**src/verilog/backend_pkg.sv**
```systemverilog
// backend shared definitions
package backend_pkg;

  // datapath widths
  localparam int WORD_WD     = 32;
  localparam int PC_WD       = 32;
  localparam int INST_WD     = 32;
  localparam int GPR_ADDR_WD = 5;
  localparam int CSR_ADDR_WD = 12;

  // data ram holds 2**RAM_ADDR_WD words
  localparam int RAM_ADDR_WD = 8;

  // implemented machine csrs
  localparam logic [CSR_ADDR_WD-1:0] CSR_MSTATUS = 12'h300;
  localparam logic [CSR_ADDR_WD-1:0] CSR_MTVEC   = 12'h305;
  localparam logic [CSR_ADDR_WD-1:0] CSR_MEPC    = 12'h341;
  localparam logic [CSR_ADDR_WD-1:0] CSR_MCAUSE  = 12'h342;

  // memory operation carried with each instruction
  typedef enum logic [1:0] {
    MEM_NONE  = 2'd0,
    MEM_LOAD  = 2'd1,
    MEM_STORE = 2'd2
  } mem_op_e;

endpackage
```
**src/verilog/reg_file.sv**
```systemverilog
// register file with machine csrs
`timescale 1ns/10ps

module reg_file (
  input  logic                                i_clk,
  input  logic                                i_reset,
  // gpr write
  input  logic                                i_gpr_we,
  input  logic [backend_pkg::GPR_ADDR_WD-1:0] i_gpr_waddr,
  input  logic [backend_pkg::WORD_WD-1:0]     i_gpr_wdata,
  // csr write
  input  logic                                i_csr_we,
  input  logic [backend_pkg::CSR_ADDR_WD-1:0] i_csr_waddr,
  input  logic [backend_pkg::WORD_WD-1:0]     i_csr_wdata,
  // read ports
  input  logic [backend_pkg::GPR_ADDR_WD-1:0] i_rs1,
  output logic [backend_pkg::WORD_WD-1:0]     o_rs1_data,
  input  logic [backend_pkg::GPR_ADDR_WD-1:0] i_rs2,
  output logic [backend_pkg::WORD_WD-1:0]     o_rs2_data,
  input  logic [backend_pkg::CSR_ADDR_WD-1:0] i_csr_raddr,
  output logic [backend_pkg::WORD_WD-1:0]     o_csr_rdata
);

  logic [backend_pkg::WORD_WD-1:0] gpr [0:(2**backend_pkg::GPR_ADDR_WD)-1];
  logic [backend_pkg::WORD_WD-1:0] mstatus;
  logic [backend_pkg::WORD_WD-1:0] mtvec;
  logic [backend_pkg::WORD_WD-1:0] mepc;
  logic [backend_pkg::WORD_WD-1:0] mcause;

  // x0 is never written
  always_ff @(posedge i_clk) begin
    if (i_reset) begin
      for (int i = 0; i < 2**backend_pkg::GPR_ADDR_WD; i++) begin
        gpr[i] <= '0;
      end
    end else if (i_gpr_we && (i_gpr_waddr != '0)) begin
      gpr[i_gpr_waddr] <= i_gpr_wdata;
    end
  end

  always_ff @(posedge i_clk) begin
    if (i_reset) begin
      mstatus <= '0;
      mtvec   <= '0;
      mepc    <= '0;
      mcause  <= '0;
    end else if (i_csr_we) begin
      case (i_csr_waddr)
        backend_pkg::CSR_MSTATUS: mstatus <= i_csr_wdata;
        backend_pkg::CSR_MTVEC:   mtvec   <= i_csr_wdata;
        backend_pkg::CSR_MEPC:    mepc    <= i_csr_wdata;
        backend_pkg::CSR_MCAUSE:  mcause  <= i_csr_wdata;
        default: begin
        end
      endcase
    end
  end

  assign o_rs1_data = (i_rs1 == '0) ? '0 : gpr[i_rs1];
  assign o_rs2_data = (i_rs2 == '0) ? '0 : gpr[i_rs2];

  // unimplemented csrs read as zero
  always_comb begin
    case (i_csr_raddr)
      backend_pkg::CSR_MSTATUS: o_csr_rdata = mstatus;
      backend_pkg::CSR_MTVEC:   o_csr_rdata = mtvec;
      backend_pkg::CSR_MEPC:    o_csr_rdata = mepc;
      backend_pkg::CSR_MCAUSE:  o_csr_rdata = mcause;
      default:                  o_csr_rdata = '0;
    endcase
  end

endmodule

```
**config.mk**
```make
export PLATFORM = sky130hd
export DESIGN_NAME = reg_file
export DESIGN_NICKNAME = d
export VERILOG_FILES = /design/src/verilog/backend_pkg.sv /design/src/verilog/reg_file.sv
export SDC_FILE = /design/constraint.sdc
export NUM_CORES = 2
export LEC_CHECK = 0
export BUFFER_PORTS_ARGS = -buffer_cell sky130_fd_sc_hd__buf_2
export CORE_AREA = 3 3 334 468
export CTS_CLUSTER_SIZE = 8
export DETAILED_ROUTE_END_ITERATION = 10
export DIE_AREA = 0 0 337 471
export SLEW_MARGIN = 15
export SYNTH_ARGS = -nofsm -noshare
export SYNTH_HDL_FRONTEND = slang
export SYNTH_SLANG_ARGS = --single-unit
```
**constraint.sdc**
```tcl
create_clock -name i_clk -period 2.4 [get_ports i_clk]
set_input_delay 0.12 -clock i_clk [delete_from_list [all_inputs] [get_ports i_clk]]
set_output_delay 0.12 -clock i_clk [all_outputs]
set_load 0.05 [all_outputs]
```
== Yosys cells after proc, flatten, opt, wreduce, memory -nomap -nowiden ==
Memories as Yosys holds them, arrays and structs flattened.
Cells that the tools add are included.

* Output and inout bits: 96
* Bits in registers: 128
* Memory bits (writable): 1,024
* Logic and storage cells: 33
* Memories: 1
* Input bits: 107

{| class="wikitable"
|+ Memories
! name !! words !! bits a word !! read ports !! clocked after memory_dff !! write ports !! RTL line !! text
|-
| gpr || 32 || 32 || 2 || 0 || 32 || reg_file.sv:24 || <nowiki>logic [backend_pkg::WORD_WD-1:0] gpr [0:(2**backend_pkg::GPR_ADDR_WD)-1];</nowiki>
|}

* Muxes and demuxes: 11
* Eq/ne operators: 8
* Reductions and logical operators: 9

{| class="wikitable"
|+ Operators with widths
! kind !! number
|-
| case mux 32 bit (4 select lines) || 1
|-
| equality test 12 x 10 -> 1 bit (second input constant) || 8
|-
| two-way mux 32 bit || 3
|-
| OR reduction 32 bit || 1
|-
| logical NOT 5 bit || 2
|-
| AND reduction 2 bit || 4
|-
| two-way mux 1 bit || 6
|-
| two-way mux 5 bit || 1
|-
| nonzero test 5 bit || 1
|-
| logical AND 1 bit || 1
|}

== Longest topological paths before layout ==
* Depth in word-level cells: 7
* Gate-level depth with buffers: 7
* Depth with buffers taken out: 4

== Worst setup path before layout ==
OpenSTA, ideal clock, no wires.

* Path kind: input port to output port
* Start point: in i_rs2[0] in the netlist's numbering
* End point: out o_rs2_data[11] in the netlist's numbering
* Data required time: 2,280 ps
* Stages on the path: 7
* Path slack: -103 ps
* Buffers on the path: 4
* Arrival: 2,383 ps
* Path through: buf_4 inv_2 buf_4 buf_4 clkbuf_1 o2111ai_1 a311oi_1

* Cells in the longest elaborated chain, start to end: 2
* Elaborated cells on any way between the ends: 3
* Those cells by class: mux (1); reduce/logical (1); memory (1)

{| class="wikitable"
|+ RTL lines
! what !! RTL line !! text
|-
| start, declared || reg_file.sv:18 || <nowiki>input logic [backend_pkg::GPR_ADDR_WD-1:0] i_rs2,</nowiki>
|-
| memory read (32 x 32 bit) / logical NOT 5 bit (equally long branches) || n/a ||
|-
| two-way mux 32 bit (*) || reg_file.sv:60 || <nowiki>assign o_rs2_data = (i_rs2 == '0) ? '0 : gpr[i_rs2];</nowiki>
|-
| end, declared || reg_file.sv:19 || <nowiki>output logic [backend_pkg::WORD_WD-1:0] o_rs2_data,</nowiki>
|}

Every way passes the cells marked *; elsewhere a longest branch is shown, timed or not.

==> metrics.yaml <==
cellLeakagePower_nw: 26.0
synth_area_per_cell_um2: 14.1
gp_congestion: 0.879
portBuffers: 202
hold_viol_final: 0
nets: 4790
grt_first_pass_wirelength_um: 311000
grt_max_degree: 81
hold_path.class: "in -> reg"
path_max_fanout: 2
max_freq_mhz: 366
multi_input_area_um2: 27100
ys_async_sr_fraction_pct: 0
period_share_pct: 114
wire_per_inst_um: 32.5
crit_chain: "mux4_2, nor2b_4, a211oi_4, a311oi_2, buf_4, buf_12"
cp.required_ns: 2.28
ys_ff_latch: 1152
grt_use_total_pct: 27.4
ant_nets: 0
syn-cell-area_um2: 60700
clock_skew_ns: 0
cts_sinks: 1152
clk_latency_ns: 0.79
chipWidth_um: 337
outcome: "finished with violations"
die_area_um2: 159000
final_cells: 6687
synth_top_flop_cell: "edfxtp_1"
drv_slew: 0
synth_cell_types: 55
crit_family: "multiplexers"
synth_area_leaders: "edfxtp_1 (51%), mux4_2 (16%), and2_1 (10%), dfxtp_1 (4.2%), mux2i_1 (2.6%)"
initial_core_util_pct: 39.7
cts_buffers: 162
h-tree-depth: 4
cts_root_buf: "clkbuf_16"
power_density_nw_per_um2: 698
finalSetupViolations: 64
synth_edf_count: 1024
routed_wl_um: 217000
io_pins: 203
fillers: 12850
drcViolationCount: 0
seq_area_frac_synth_pct: 54.9
dpl.hpwl_um: 139000
crit_slowest_cell: "mux4_2"
placementRows: 170
tritoncts: "built"
core_area_um2: 153000
grt.overflow.total: 0
synth_warnings: 0
clockBufferDepth: 3
antenna_found_initial: 15
power_mw: 51.9
regArea_um2: 33300
path_class: "reg -> out"
rsz0062_at_grt: "true"
violations: "setup timing"
arrival_ns: 2.62
via_count: 41608
cp_slowest_stage_delay_ns: 0.46
start_kind: "flip-flop"
relSlewSlack_pct: 21.5
drive_above_1_share_pct: 34.7
yosys.area.top_type: "edfxtp_1"
cap_violations: 0
finalWorstSetupSlack_ns: -0.335
clkTransAtPathRegs_ns: 0.05
tightest_slew_ns: 1.18
period_needed_ns: 2.74
dr.pass1.iters: 6
die_h_um: 471
grt_pass1_vias: 42703
synth.most_common_cell: "edfxtp_1"
crit_buf_inv: 2
worst_setup_path_end_kind: "primary output"
synth_common_cells: "edfxtp_1 (1024), and2_1 (994), mux4_2 (436)"
vdd.ir_drop.worst_mv: 0.581
syn_inst: 4297
vias_per_cell: 6.22
synthToLayoutAreaGrowth_pct: 22.4
dp_cells: 6410
synth_top_area_share_pct: 50.6
drtIter0Drc: 4729
==> routing by layer <==
layer | wire, um | GRT usage [%] | vias to the layer above
met1 | 78300 | 33.5 | 21349
met5 | 12 | 0 | -
met4 | 12900 | 14.8 | 2
met2 | 107000 | 45.6 | 2450
met3 | 18800 | 5.17 | 597
li1 | - | - | 17210
==> cell families after synthesis <==
group	count (synthesis)	synth area share, %
AO/OA/AOI/OAI	621	6.89
buffers and inverters	481	4.01
AND/OR/NAND/NOR	1370	13.7
flip-flops	1152	54.9
other	1	0.00618
multiplexers	672	20.5
==> placed cells by master (no fill, tap or decap), types with 49 or more instances in the layout <==
cell / n
a211oi_2: 49
buf_12: 147
mux4_2: 444
clkbuf_16: 169
nor2b_1: 53
buf_4: 271
a21oi_1: 96
dlygate4sd3_1: 85
dfxtp_1: 128
a22oi_1: 70
and2_1: 995
buf_2: 131
edfxtp_1: 1024
nor2_1: 68
nand4_1: 65
o21ai_0: 99
mux2i_1: 160
==> flip-flops by register name, indices dropped and copies added (netlist names) <==
name	cells
mtvec	32
mstatus	32
mcause	32
gpr	1024
mepc	32
==> where the power goes <==
| group | switching (mW) | total [mW] | internal [mW] |
|---|---|---|---|
| Sequential | 0.497 | 23.3 | 22.8 |
| Clock | 8.60 | 20.9 | 12.3 |
| Combinational | 4.28 | 7.67 | 3.40 |
==> final timing paths <==
path	start	end	slack (ns)	cells after the start
worst max-delay path	gpr[1][19]	o_rs2_data[19]	-0.34	6
worst min-delay path	i_csr_waddr[7]	mtvec[11]	0.08	6
worst max register to register	mstatus[17]	mstatus[17]	1.20	3
worst min register to register	mepc[17]	mepc[17]	0.47	2
==> area by class of cell <==
class | count | area share [%]
flip-flops and latches | 1152 | 44.8
multi-input cells | 2695 | 36.5
repair buffers | 669 | 9.35
clock buffers | 169 | 5.59
well taps | 1978 | 3.33
clock inverters | 13 | 0.354
diodes | 8 | 0.0269
inverters | 3 | 0.0219
==> repair_timing <==
action                                  in CTS  in global routing
setup buffers                                2                  2
hold buffers                                85                  0
gates resized for setup                    275                 65
pin swaps                                   74                 34
endpoints found under the setup margin      64                 64
hold endpoints to repair                   961                  0
==> through the flow <==
step	worst slack, ns	area (um2)	util [%]	hold WS, ns	TNS [ns]
2_1_floorplan	0.0123	61200	-	0.264	0
6_report	-0.335	74300	48.6	0.0849	-12.20
5_1_grt	-0.397	74300	48.6	0.109	-16.82
4_1_cts	-0.376	74000	48.4	0.0245	-15.15
3_3_place_gp	-0.0170	67400	44.1	0.400	-0.0193
3_5_place_dp	-0.0539	67400	44.1	0.412	-0.0746
==> worst register-to-register path, cell delays in order, from the launching register on <==
cell and delay [ns]:
dfxtp_1 0.32, o21ai_0 0.08, a21oi_1 0.17, dlygate4sd3_1 0.57
Note: power is estimated with default switching activity, not from simulation.
