File: src/verilog/backend_pkg.sv
// backend shared definitions
package backend_pkg;

  // datapath widths
  localparam int WORD_WD     = 32;
  localparam int PC_WD       = 32;
  localparam int INST_WD     = 32;
  localparam int GPR_ADDR_WD = 5;
  localparam int CSR_ADDR_WD = 12;

  // data ram holds 2**RAM_ADDR_WD words
  localparam int RAM_ADDR_WD = 8;

  // implemented machine csrs
  localparam logic [CSR_ADDR_WD-1:0] CSR_MSTATUS = 12'h300;
  localparam logic [CSR_ADDR_WD-1:0] CSR_MTVEC   = 12'h305;
  localparam logic [CSR_ADDR_WD-1:0] CSR_MEPC    = 12'h341;
  localparam logic [CSR_ADDR_WD-1:0] CSR_MCAUSE  = 12'h342;

  // memory operation carried with each instruction
  typedef enum logic [1:0] {
    MEM_NONE  = 2'd0,
    MEM_LOAD  = 2'd1,
    MEM_STORE = 2'd2
  } mem_op_e;

endpackage
File: src/verilog/wb_stage.sv
// write back stage
`timescale 1ns/10ps

module wb_stage (
  input  logic                                i_clk,
  input  logic                                i_reset,
  // from memory stage
  input  logic                                i_ms_valid,
  input  logic [backend_pkg::PC_WD-1:0]       i_ms_pc,
  input  logic [backend_pkg::INST_WD-1:0]     i_ms_inst,
  input  logic                                i_ms_gpr_wen,
  input  logic [backend_pkg::GPR_ADDR_WD-1:0] i_ms_rd,
  input  logic [backend_pkg::WORD_WD-1:0]     i_ms_gpr_result,
  input  logic                                i_ms_csr_wen,
  input  logic [backend_pkg::CSR_ADDR_WD-1:0] i_ms_csr_addr,
  input  logic [backend_pkg::WORD_WD-1:0]     i_ms_csr_wdata,
  input  logic                                i_ms_memen,
  input  logic [backend_pkg::WORD_WD-1:0]     i_ms_memaddr,
  // to register file
  output logic                                o_gpr_we,
  output logic [backend_pkg::GPR_ADDR_WD-1:0] o_gpr_waddr,
  output logic [backend_pkg::WORD_WD-1:0]     o_gpr_wdata,
  output logic                                o_csr_we,
  output logic [backend_pkg::CSR_ADDR_WD-1:0] o_csr_waddr,
  output logic [backend_pkg::WORD_WD-1:0]     o_csr_wdata,
  // bypass to decode
  output logic [backend_pkg::GPR_ADDR_WD-1:0] o_bypass_rd,
  output logic [backend_pkg::WORD_WD-1:0]     o_bypass_gpr_data,
  output logic [backend_pkg::CSR_ADDR_WD-1:0] o_bypass_csr_addr,
  output logic [backend_pkg::WORD_WD-1:0]     o_bypass_csr_data,
  // commit trace
  output logic                                o_commit_valid,
  output logic [backend_pkg::PC_WD-1:0]       o_commit_pc,
  output logic [backend_pkg::INST_WD-1:0]     o_commit_inst,
  output logic                                o_commit_memen,
  output logic [backend_pkg::WORD_WD-1:0]     o_commit_memaddr
);

  logic                                ws_valid;
  logic [backend_pkg::PC_WD-1:0]       ws_pc_r;
  logic [backend_pkg::INST_WD-1:0]     ws_inst_r;
  logic                                ws_gpr_wen_r;
  logic [backend_pkg::GPR_ADDR_WD-1:0] ws_rd_r;
  logic [backend_pkg::WORD_WD-1:0]     ws_gpr_result_r;
  logic                                ws_csr_wen_r;
  logic [backend_pkg::CSR_ADDR_WD-1:0] ws_csr_addr_r;
  logic [backend_pkg::WORD_WD-1:0]     ws_csr_wdata_r;
  logic                                ws_memen_r;
  logic [backend_pkg::WORD_WD-1:0]     ws_memaddr_r;

  logic                                gpr_act;
  logic                                csr_act;

  always_ff @(posedge i_clk) begin
    if (i_reset) begin
      ws_valid <= 1'b0;
    end else begin
      ws_valid <= i_ms_valid;
    end
  end

  always_ff @(posedge i_clk) begin
    if (i_ms_valid) begin
      ws_pc_r         <= i_ms_pc;
      ws_inst_r       <= i_ms_inst;
      ws_gpr_wen_r    <= i_ms_gpr_wen;
      ws_rd_r         <= i_ms_rd;
      ws_gpr_result_r <= i_ms_gpr_result;
      ws_csr_wen_r    <= i_ms_csr_wen;
      ws_csr_addr_r   <= i_ms_csr_addr;
      ws_csr_wdata_r  <= i_ms_csr_wdata;
      ws_memen_r      <= i_ms_memen;
      ws_memaddr_r    <= i_ms_memaddr;
    end
  end

  assign gpr_act = ws_valid && ws_gpr_wen_r;
  assign csr_act = ws_valid && ws_csr_wen_r;

  assign o_gpr_we    = gpr_act;
  assign o_gpr_waddr = ws_rd_r;
  assign o_gpr_wdata = ws_gpr_result_r;
  assign o_csr_we    = csr_act;
  assign o_csr_waddr = ws_csr_addr_r;
  assign o_csr_wdata = ws_csr_wdata_r;

  // zero fields mean nothing to forward
  assign o_bypass_rd       = gpr_act ? ws_rd_r : '0;
  assign o_bypass_gpr_data = gpr_act ? ws_gpr_result_r : '0;
  assign o_bypass_csr_addr = csr_act ? ws_csr_addr_r : '0;
  assign o_bypass_csr_data = csr_act ? ws_csr_wdata_r : '0;

  assign o_commit_valid   = ws_valid;
  assign o_commit_pc      = ws_pc_r;
  assign o_commit_inst    = ws_inst_r;
  assign o_commit_memen   = ws_memen_r;
  assign o_commit_memaddr = ws_memaddr_r;

endmodule

File: config.mk
export PLATFORM = sky130hd
export DESIGN_NAME = wb_stage
export DESIGN_NICKNAME = d
export VERILOG_FILES = /design/src/verilog/backend_pkg.sv /design/src/verilog/wb_stage.sv
export SDC_FILE = /design/constraint.sdc
export NUM_CORES = 1
export LEC_CHECK = 0
export BUFFER_PORTS_ARGS = -buffer_cell sky130_fd_sc_hd__buf_2
export CAP_MARGIN = 30
export CORE_AREA = 2 2 174 176
export CTS_CLUSTER_SIZE = 28
export DETAILED_ROUTE_END_ITERATION = 7
export DIE_AREA = 0 0 176 178
export PLACE_DENSITY = 0.48
export SLEW_MARGIN = 5
export SYNTH_ARGS = -nofsm -noshare
export SYNTH_HDL_FRONTEND = slang
export SYNTH_SLANG_ARGS = --single-unit
File: constraint.sdc
create_clock -name i_clk -period 1.2 [get_ports i_clk]
set_input_delay 0.12 -clock i_clk [delete_from_list [all_inputs] [get_ports i_clk]]
set_output_delay 0.12 -clock i_clk [all_outputs]
set_load 0.05 [all_outputs]
# --- After elaboration in Yosys (flattened, before gate mapping) ---
# Index checks and enable logic that the tools add are counted.
totals:
  register_bits: 181
  output_inout_bits: 262
  elab_cells: 17
classes:
  mux: 4
  reduce_logical: 2
op_table:
  columns: ["operator", "count"]
  rows:
  - ["$mux W32", 2]
  - ["$mux W12", 1]
  - ["$mux W5", 1]
  - ["$logic_and A1 B1 Y1", 2]

# --- Logic depth before layout (Yosys ltp) ---
# Gate-level depths: netlist of run 1.
logic_depth:
  word_depth: 2
  ltp_mapped: 3

# --- Least setup slack after synthesis of run 1 ---
# No wires, ideal clock.
synth_path:
  path_kind: "register -> output"
  startpoint: "register ws_valid (netlist: o_commit_valid)"
  endpoint: "output o_bypass_csr_addr[10] (netlist bit)"
  arrival_ps: 1425
  slack_ps: -345
  path_stages_with_launch: 4
  n_path_buf: 2
  cell_sequence: "dfxtp_1 > buf_6 > buf_6 > and3_1"
synth_between:
  elab_chain_cells: 2
synth_lines:
  columns: ["item", "line_no", "source"]
  rows:
  - ["start, declared", "wb_stage.sv:39", "logic ws_valid;"]
  - ["start signal, assigned", "wb_stage.sv:58", "ws_valid <= i_ms_valid;"]
  - ["$logic_and A1 B1 Y1", "wb_stage.sv:78", "assign csr_act = ws_valid && ws_csr_wen_r;"]
  - ["$mux W12", "wb_stage.sv:90", "assign o_bypass_csr_addr = csr_act ? ws_csr_addr_r : '0;"]
  - ["end, declared", "wb_stage.sv:29", "output logic [backend_pkg::CSR_ADDR_WD-1:0] o_bypass_csr_addr,"]
# No other way between the ends.

# --- Worst setup path in the final report of run 1 ---
layout_path:
  startpoint: "register ws_csr_wen_r"
  endpoint: "output o_bypass_csr_addr[11] (netlist bit)"
layout_between:
  elab_chain_cells: 2
layout_lines:
  columns: ["item", "line_no", "source"]
  rows:
  - ["start, declared", "wb_stage.sv:45", "logic ws_csr_wen_r;"]
  - ["start signal, assigned", "wb_stage.sv:69", "ws_csr_wen_r <= i_ms_csr_wen;"]
  - ["$logic_and A1 B1 Y1", "wb_stage.sv:78", null]
  - ["$mux W12", "wb_stage.sv:90", null]
# No other way between the ends.

==> results.cfg, run 1 <==
[layout]
final_std_cells_w_o_fill = 1328
finish.net_count = 1109
layout-area-overhead-vs-synth_pct = 106
postLayoutCoreUtil_pct = 42.6
final_layout_size_suffix_gt1_share_pct = 61.4
antenna-diode-count = 0
fillCellCount = 2656

[cts]
root_buffer_master = sky130_fd_sc_hd__clkbuf_16
cts_tree = built
clk_transition_reported_paths_ps = 80
cts_buffer_depth = 2
cts_inserted_buffers = 17
tritoncts_num_sinks = 181
htreeDepth = 4

[setup_path]
critPathKind = register to output pin
arrival_ps = 1430
timing.critical_path.required_ps = 1080
timing.critical_path.fanout_max = 25
worst_setup_path_start_kind = register
critical_path.endpoint_type = output pin

[route]
routed_wirelength_mm = 21.9
via_count = 5118
drt_first_iter_violations = 119
dr.pass1.iters = 6
drc = 0
antenna_violating_nets_post_route = 0
route.detailed.vias_per_inst = 3.85
wl_per_cell_um = 16.5

[timing]
slew_headroom_pct = 81.5
final.hold.worst_slack_ps = 114
final.min_clock_period_ps = 1550
totalNegativeSetupSlack_ps = -25150
fmaxAchievable_mhz = 646
timing.final.max_slew_violations = 0
final_hold_viol_count = 0
worstMarginPinSlew_ps = 279
final-setup-viol-count = 86
postLayoutSetupSlackWorst_ps = -348
grt_setup_unrepaired = true
layout_worst_path_cycle_share_pct = 129

[yosys]
synthDistinctLibCells = 10
synth.yosys.warnings = 0
synth.area.top_cells = sky130_fd_sc_hd__edfxtp_1 (89%), sky130_fd_sc_hd__and3_1 (8.2%), sky130_fd_sc_hd__buf_6 (1.5%)
postSynthNetCount = 465
synth.area.mux_share_pct = 0
synth_top_family_by_area = simple AND/OR/NAND/NOR gates
synth_compound_gate_area_share_pct = 0
netlist_instances = 282
netlist_area_um2 = 6100
synth_top_area_cell = sky130_fd_sc_hd__edfxtp_1
synthSimpleGateAreaFrac_pct = 8.64
postSynthAreaPerCell_um2 = 21.6
post_synth_xor_area_fraction_pct = 0
ys_ff_latch = 181
synth.top_cell.area_share_pct = 88.7
post_synth_fa_ha_maj_area_fraction_pct = 0
yosysSeqAreaShare_pct = 89.0

[floorplan]
die-area_um2 = 31300
die-width_um = 176
initial_standard_cell_utilization_of_the_core_pct = 20.7
floorplan.die.height_um = 178
floorplan.rows = 63
top_level_ports = 445
fp.coreArea_um2 = 29400

[pwr]
total_power_mw = 17.7
vdd.ir_drop.worst_mv = 0.864
static-leakage-power_nw = 5.45
cellPowerDensity_nw_per_um2 = 1410

[global_route]
grt_use_total_pct = 13.2
grt_pass1_wl_mm = 31.1
grt_overflow_total = 0
antenna_found_initial = 0
grt_pass1_vias = 5518
grt_start_max_net_pins = 45

[place]
routability_cong = 0.763
placedCellCount = 1116
portBuffers = 444
detailedPlacementHpwl_mm = 15.4

[outcome]
result_of_the_run = complete, but fails checks
failing_checks = negative setup slack

[worst_hold_path]
hp-class = primary input to register

[flow_run]
maxCapViolCount = 0
## metal layers
layer,up-vias,track usage (%),wire length [µm]
met5,-,0,0
met4,0,4.55,306
met3,19,4.52,1760
met2,283,24.2,11700
met1,2419,14.3,8140
li1,2397,-,-
## critical path, stage by stage (launching register included)
cell,delay [ps]
sky130_fd_sc_hd__edfxtp_1,420
sky130_fd_sc_hd__buf_6,190
sky130_fd_sc_hd__and3_2,230
sky130_fd_sc_hd__buf_6,150
## timing repair
action | CTS | global route
setup endpoints to repair | 138 | 180
buffers inserted | 0 | 0
hold endpoints to repair | 181 | 0
gates cloned | 0 | 0
hold buffers | 181 | 0
pin swaps | 1 | 1
resized for setup | 231 | 160
## cell usage after synthesis
cell	count
sky130_fd_sc_hd__clkbuf_1	2
sky130_fd_sc_hd__and2_1	2
sky130_fd_sc_hd__and3_1	80
sky130_fd_sc_hd__buf_4	5
sky130_fd_sc_hd__and3_2	1
sky130_fd_sc_hd__dfxtp_1	1
sky130_fd_sc_hd__edfxtp_1	180
sky130_fd_sc_hd__nor2b_1	1
sky130_fd_sc_hd__buf_6	8
sky130_fd_sc_hd__buf_2	2
## state kept, by name (all words and copies together) (netlist names)
name              flops
o_commit_inst        32
o_commit_memaddr     32
o_commit_memen        1
o_commit_pc          32
o_commit_valid        1
o_csr_waddr          12
o_csr_wdata          32
o_gpr_waddr           5
o_gpr_wdata          32
ws_csr_wen_r          1
ws_gpr_wen_r          1
## cell families (layout without fill, tap and decap cells)
| group | Yosys count | in the layout |
|---|---|---|
| simple gates | 84 | 84 |
| flops | 181 | 181 |
| buf+inv | 17 | 673 |
## through the flow
stage	area, µm²	setup WS [ps]
after detailed placement	9080	47.1
after floorplan	6280	22.6
final	12500	-348
after global routing	12500	-417
after global placement	9080	68.8
after CTS	12200	-370
## cell type report
class                      count  area, µm²  area share (%)
sequential                   181       5430            43.3
clock buffer                  17        425            3.39
timing repair buffer         642       5310            42.4
tap                          390        488            3.89
clock inverter                14        168            1.34
multi-input combinational     84        716            5.71
## path summary, 6_finish.rpt
kind,from,to,slack [ps],depth (start not counted)
setup / recovery,ws_csr_wen_r,o_bypass_csr_addr[11],-350,3
hold / removal,i_ms_valid,o_commit_memaddr[10],110,1
## power breakdown
group	total, mW	internal (mW)	switching (mW)
logic	4.23	1.50	2.72
registers	7.78	7.51	0.269
clock network	5.64	2.97	2.67
total	17.7	12.0	5.66
## cells in the final DEF, fill, tap and decap left out
cell,instances
sky130_fd_sc_hd__clkinv_8,2
sky130_fd_sc_hd__clkbuf_4,7
sky130_fd_sc_hd__clkbuf_8,1
sky130_fd_sc_hd__clkinvlp_4,3
sky130_fd_sc_hd__edfxtp_1,180
sky130_fd_sc_hd__dlygate4sd3_1,181
sky130_fd_sc_hd__and3_2,58
sky130_fd_sc_hd__clkinv_4,1
sky130_fd_sc_hd__inv_6,2
sky130_fd_sc_hd__buf_4,40
sky130_fd_sc_hd__buf_2,252
sky130_fd_sc_hd__nor2b_1,1
sky130_fd_sc_hd__dfxtp_4,1
sky130_fd_sc_hd__clkbuf_16,17
sky130_fd_sc_hd__buf_12,7
sky130_fd_sc_hd__and2_2,2
sky130_fd_sc_hd__and3_4,23
sky130_fd_sc_hd__buf_6,154
sky130_fd_sc_hd__bufinv_16,1
sky130_fd_sc_hd__inv_8,5
Note: power is estimated with default switching activity, not from simulation.
==> inputs of run 2 (changes only) <==
- PLACE_DENSITY: 0.48 -> not set
- PLACE_DENSITY_LB_ADDON: not set -> 0.12
==> run 2 against run 1 <==
Net effect:
- first-iteration DRC count rose by 71%
- via count rose by 3.4%
- final area rose by 5.6%
- clock power rose by 6.0%
- worst hold slack improved by 7.5 ps
- combinational power rose by 6.6%
- the run still ends with negative setup slack left
- die area did not move
- count of clock-buffer cells in the layout did not move
- global-route usage barely moved
- worst setup slack got worse by 62 ps
- critical path type unchanged
==> results.cfg, run 2 (synthesis results as in run 1) <==
[layout]
final_std_cells_w_o_fill = 1351
layout.cells.most_common_list = sky130_fd_sc_hd__buf_2 (257), sky130_fd_sc_hd__dlygate4sd3_1 (181), sky130_fd_sc_hd__edfxtp_1 (180)
finish.net_count = 1131
antenna-diode-count = 0
layout-area-overhead-vs-synth_pct = 117
layout_commonest_cell = sky130_fd_sc_hd__buf_2
regArea_um2 = 5430
fillCellCount = 2573
area_occupied_by_multi_input_gates_um2 = 852
final_layout_size_suffix_gt1_share_pct = 62.2
post-route-cell-area_um2 = 13200

[floorplan]
initial_standard_cell_utilization_of_the_core_pct = 20.7
top_level_ports = 445
die-area_um2 = 31300
floorplan.die.height_um = 178
floorplan.rows = 63
fp.coreArea_um2 = 29400
die-width_um = 176

[global_route]
antenna_found_initial = 0
grt_overflow_total = 0
grt_pass1_vias = 5619
grt_start_max_net_pins = 44
grt_pass1_wl_mm = 31.1
grt_use_total_pct = 13.2

[timing]
slew_headroom_pct = 72.8
grt_setup_unrepaired = true
timing.final.max_slew_violations = 0
layout_worst_path_cycle_share_pct = 134
fmaxAchievable_mhz = 621
final_hold_viol_count = 0
totalNegativeSetupSlack_ps = -31000
worstMarginPinSlew_ps = 408
postLayoutSetupSlackWorst_ps = -410
final.min_clock_period_ps = 1610
final-setup-viol-count = 85
final.hold.worst_slack_ps = 121

[setup_path]
timing.critical_path.required_ps = 1080
timing.critical_path.fanout_max = 8
arrival_ps = 1490
critical_path.endpoint_type = output pin
critPathKind = register to output pin
worst_setup_path_start_kind = register

[cts]
cts_buffer_depth = 2
tritoncts_num_sinks = 181
root_buffer_master = sky130_fd_sc_hd__clkbuf_16
cts_inserted_buffers = 17
htreeDepth = 4
clk_transition_reported_paths_ps = 70
cts_tree = built

[route]
drt_first_iter_violations = 204
antenna_violating_nets_post_route = 0
met1_wire_length_mm = 8.21
dr.pass1.iters = 4
detailroute.wirelength.met3_mm = 1.91
drc = 0
wl_per_cell_um = 17.1
routed_wirelength_mm = 23.1
via_count = 5293
route.detailed.vias_per_inst = 3.92
highest_layer_used_for_signal_routing = met4
met2WireLength_mm = 12.5

[place]
routability_cong = 0.827
portBuffers = 444
detailedPlacementHpwl_mm = 14.8
placedCellCount = 1125
detailed_place.area_um2 = 9210

[pwr]
cellPowerDensity_nw_per_um2 = 1380
static-leakage-power_nw = 5.65
vdd.ir_drop.worst_mv = 0.666
total_power_mw = 18.3

[worst_hold_path]
hp-class = primary input to register

[outcome]
failing_checks = negative setup slack
result_of_the_run = complete, but fails checks

[flow_run]
maxCapViolCount = 0
[run 2: changes by cell type in the layout (fill, tap and decap cells not counted), moves of 5 or more]
cell | before | now
sky130_fd_sc_hd__buf_2 | 252 | 257
sky130_fd_sc_hd__and3_4 | 23 | 59
sky130_fd_sc_hd__buf_12 | 7 | 14
sky130_fd_sc_hd__buf_6 | 154 | 116
sky130_fd_sc_hd__and3_2 | 58 | 22
sky130_fd_sc_hd__buf_8 | 0 | 46
sky130_fd_sc_hd__inv_8 | 5 | 0
[run 2: layout make-up]
class	count	area share, %
sequential	181	41.0
clock inverter	15	1.51
timing repair buffer	664	44.2
clock buffer	17	3.21
multi-input combinational	84	6.44
tap	390	3.69
[run 2: routing by layer]
| metal | vias up | global-route usage, % |
|---|---|---|
| met5 | - | 0 |
| met4 | 0 | 5.06 |
| met3 | 30 | 5.24 |
| met2 | 277 | 24.2 |
| met1 | 2535 | 13.6 |
| li1 | 2451 | - |
[run 2: critical path: stages (launching register included)]
cell and delay, ps:
sky130_fd_sc_hd__edfxtp_1 430, sky130_fd_sc_hd__buf_6 160, sky130_fd_sc_hd__buf_6 130, sky130_fd_sc_hd__and3_4 190, sky130_fd_sc_hd__buf_12 140
[run 2: power breakdown]
part	switching (mW)	internal (mW)	leakage (nW)
sequential	0.272	7.52	1.77
clock	2.48	3.51	0.310
combinational	2.80	1.71	3.57
total	5.55	12.7	5.65
[run 2: worst paths after layout]
| check | startpoint | end | slack, ps | cells past startpoint |
|---|---|---|---|---|
| worst max-delay path | ws_csr_wen_r | o_bypass_csr_data[29] | -410 | 4 |
| worst min-delay path | i_ms_valid | o_commit_memaddr[5] | 120 | 1 |
[run 2: timing repair]
action / CTS / global route
hold endpoints to repair: 181 / 0
setup endpoints to repair: 137 / 171
resized for setup: 226 / 255
cloned: 3 / 6
buffers inserted: 1 / 3
hold buffers: 181 / 0
pin swaps: 0 / 18
[run 2: stage by stage]
stage	setup WS, ps	utilization (%)
2_1_floorplan	22.6	-
3_3_place_gp	44.1	31.3
3_5_place_dp	35.7	31.3
4_1_cts	-427	42.2
5_1_grt	-469	45.0
6_report	-410	45.0
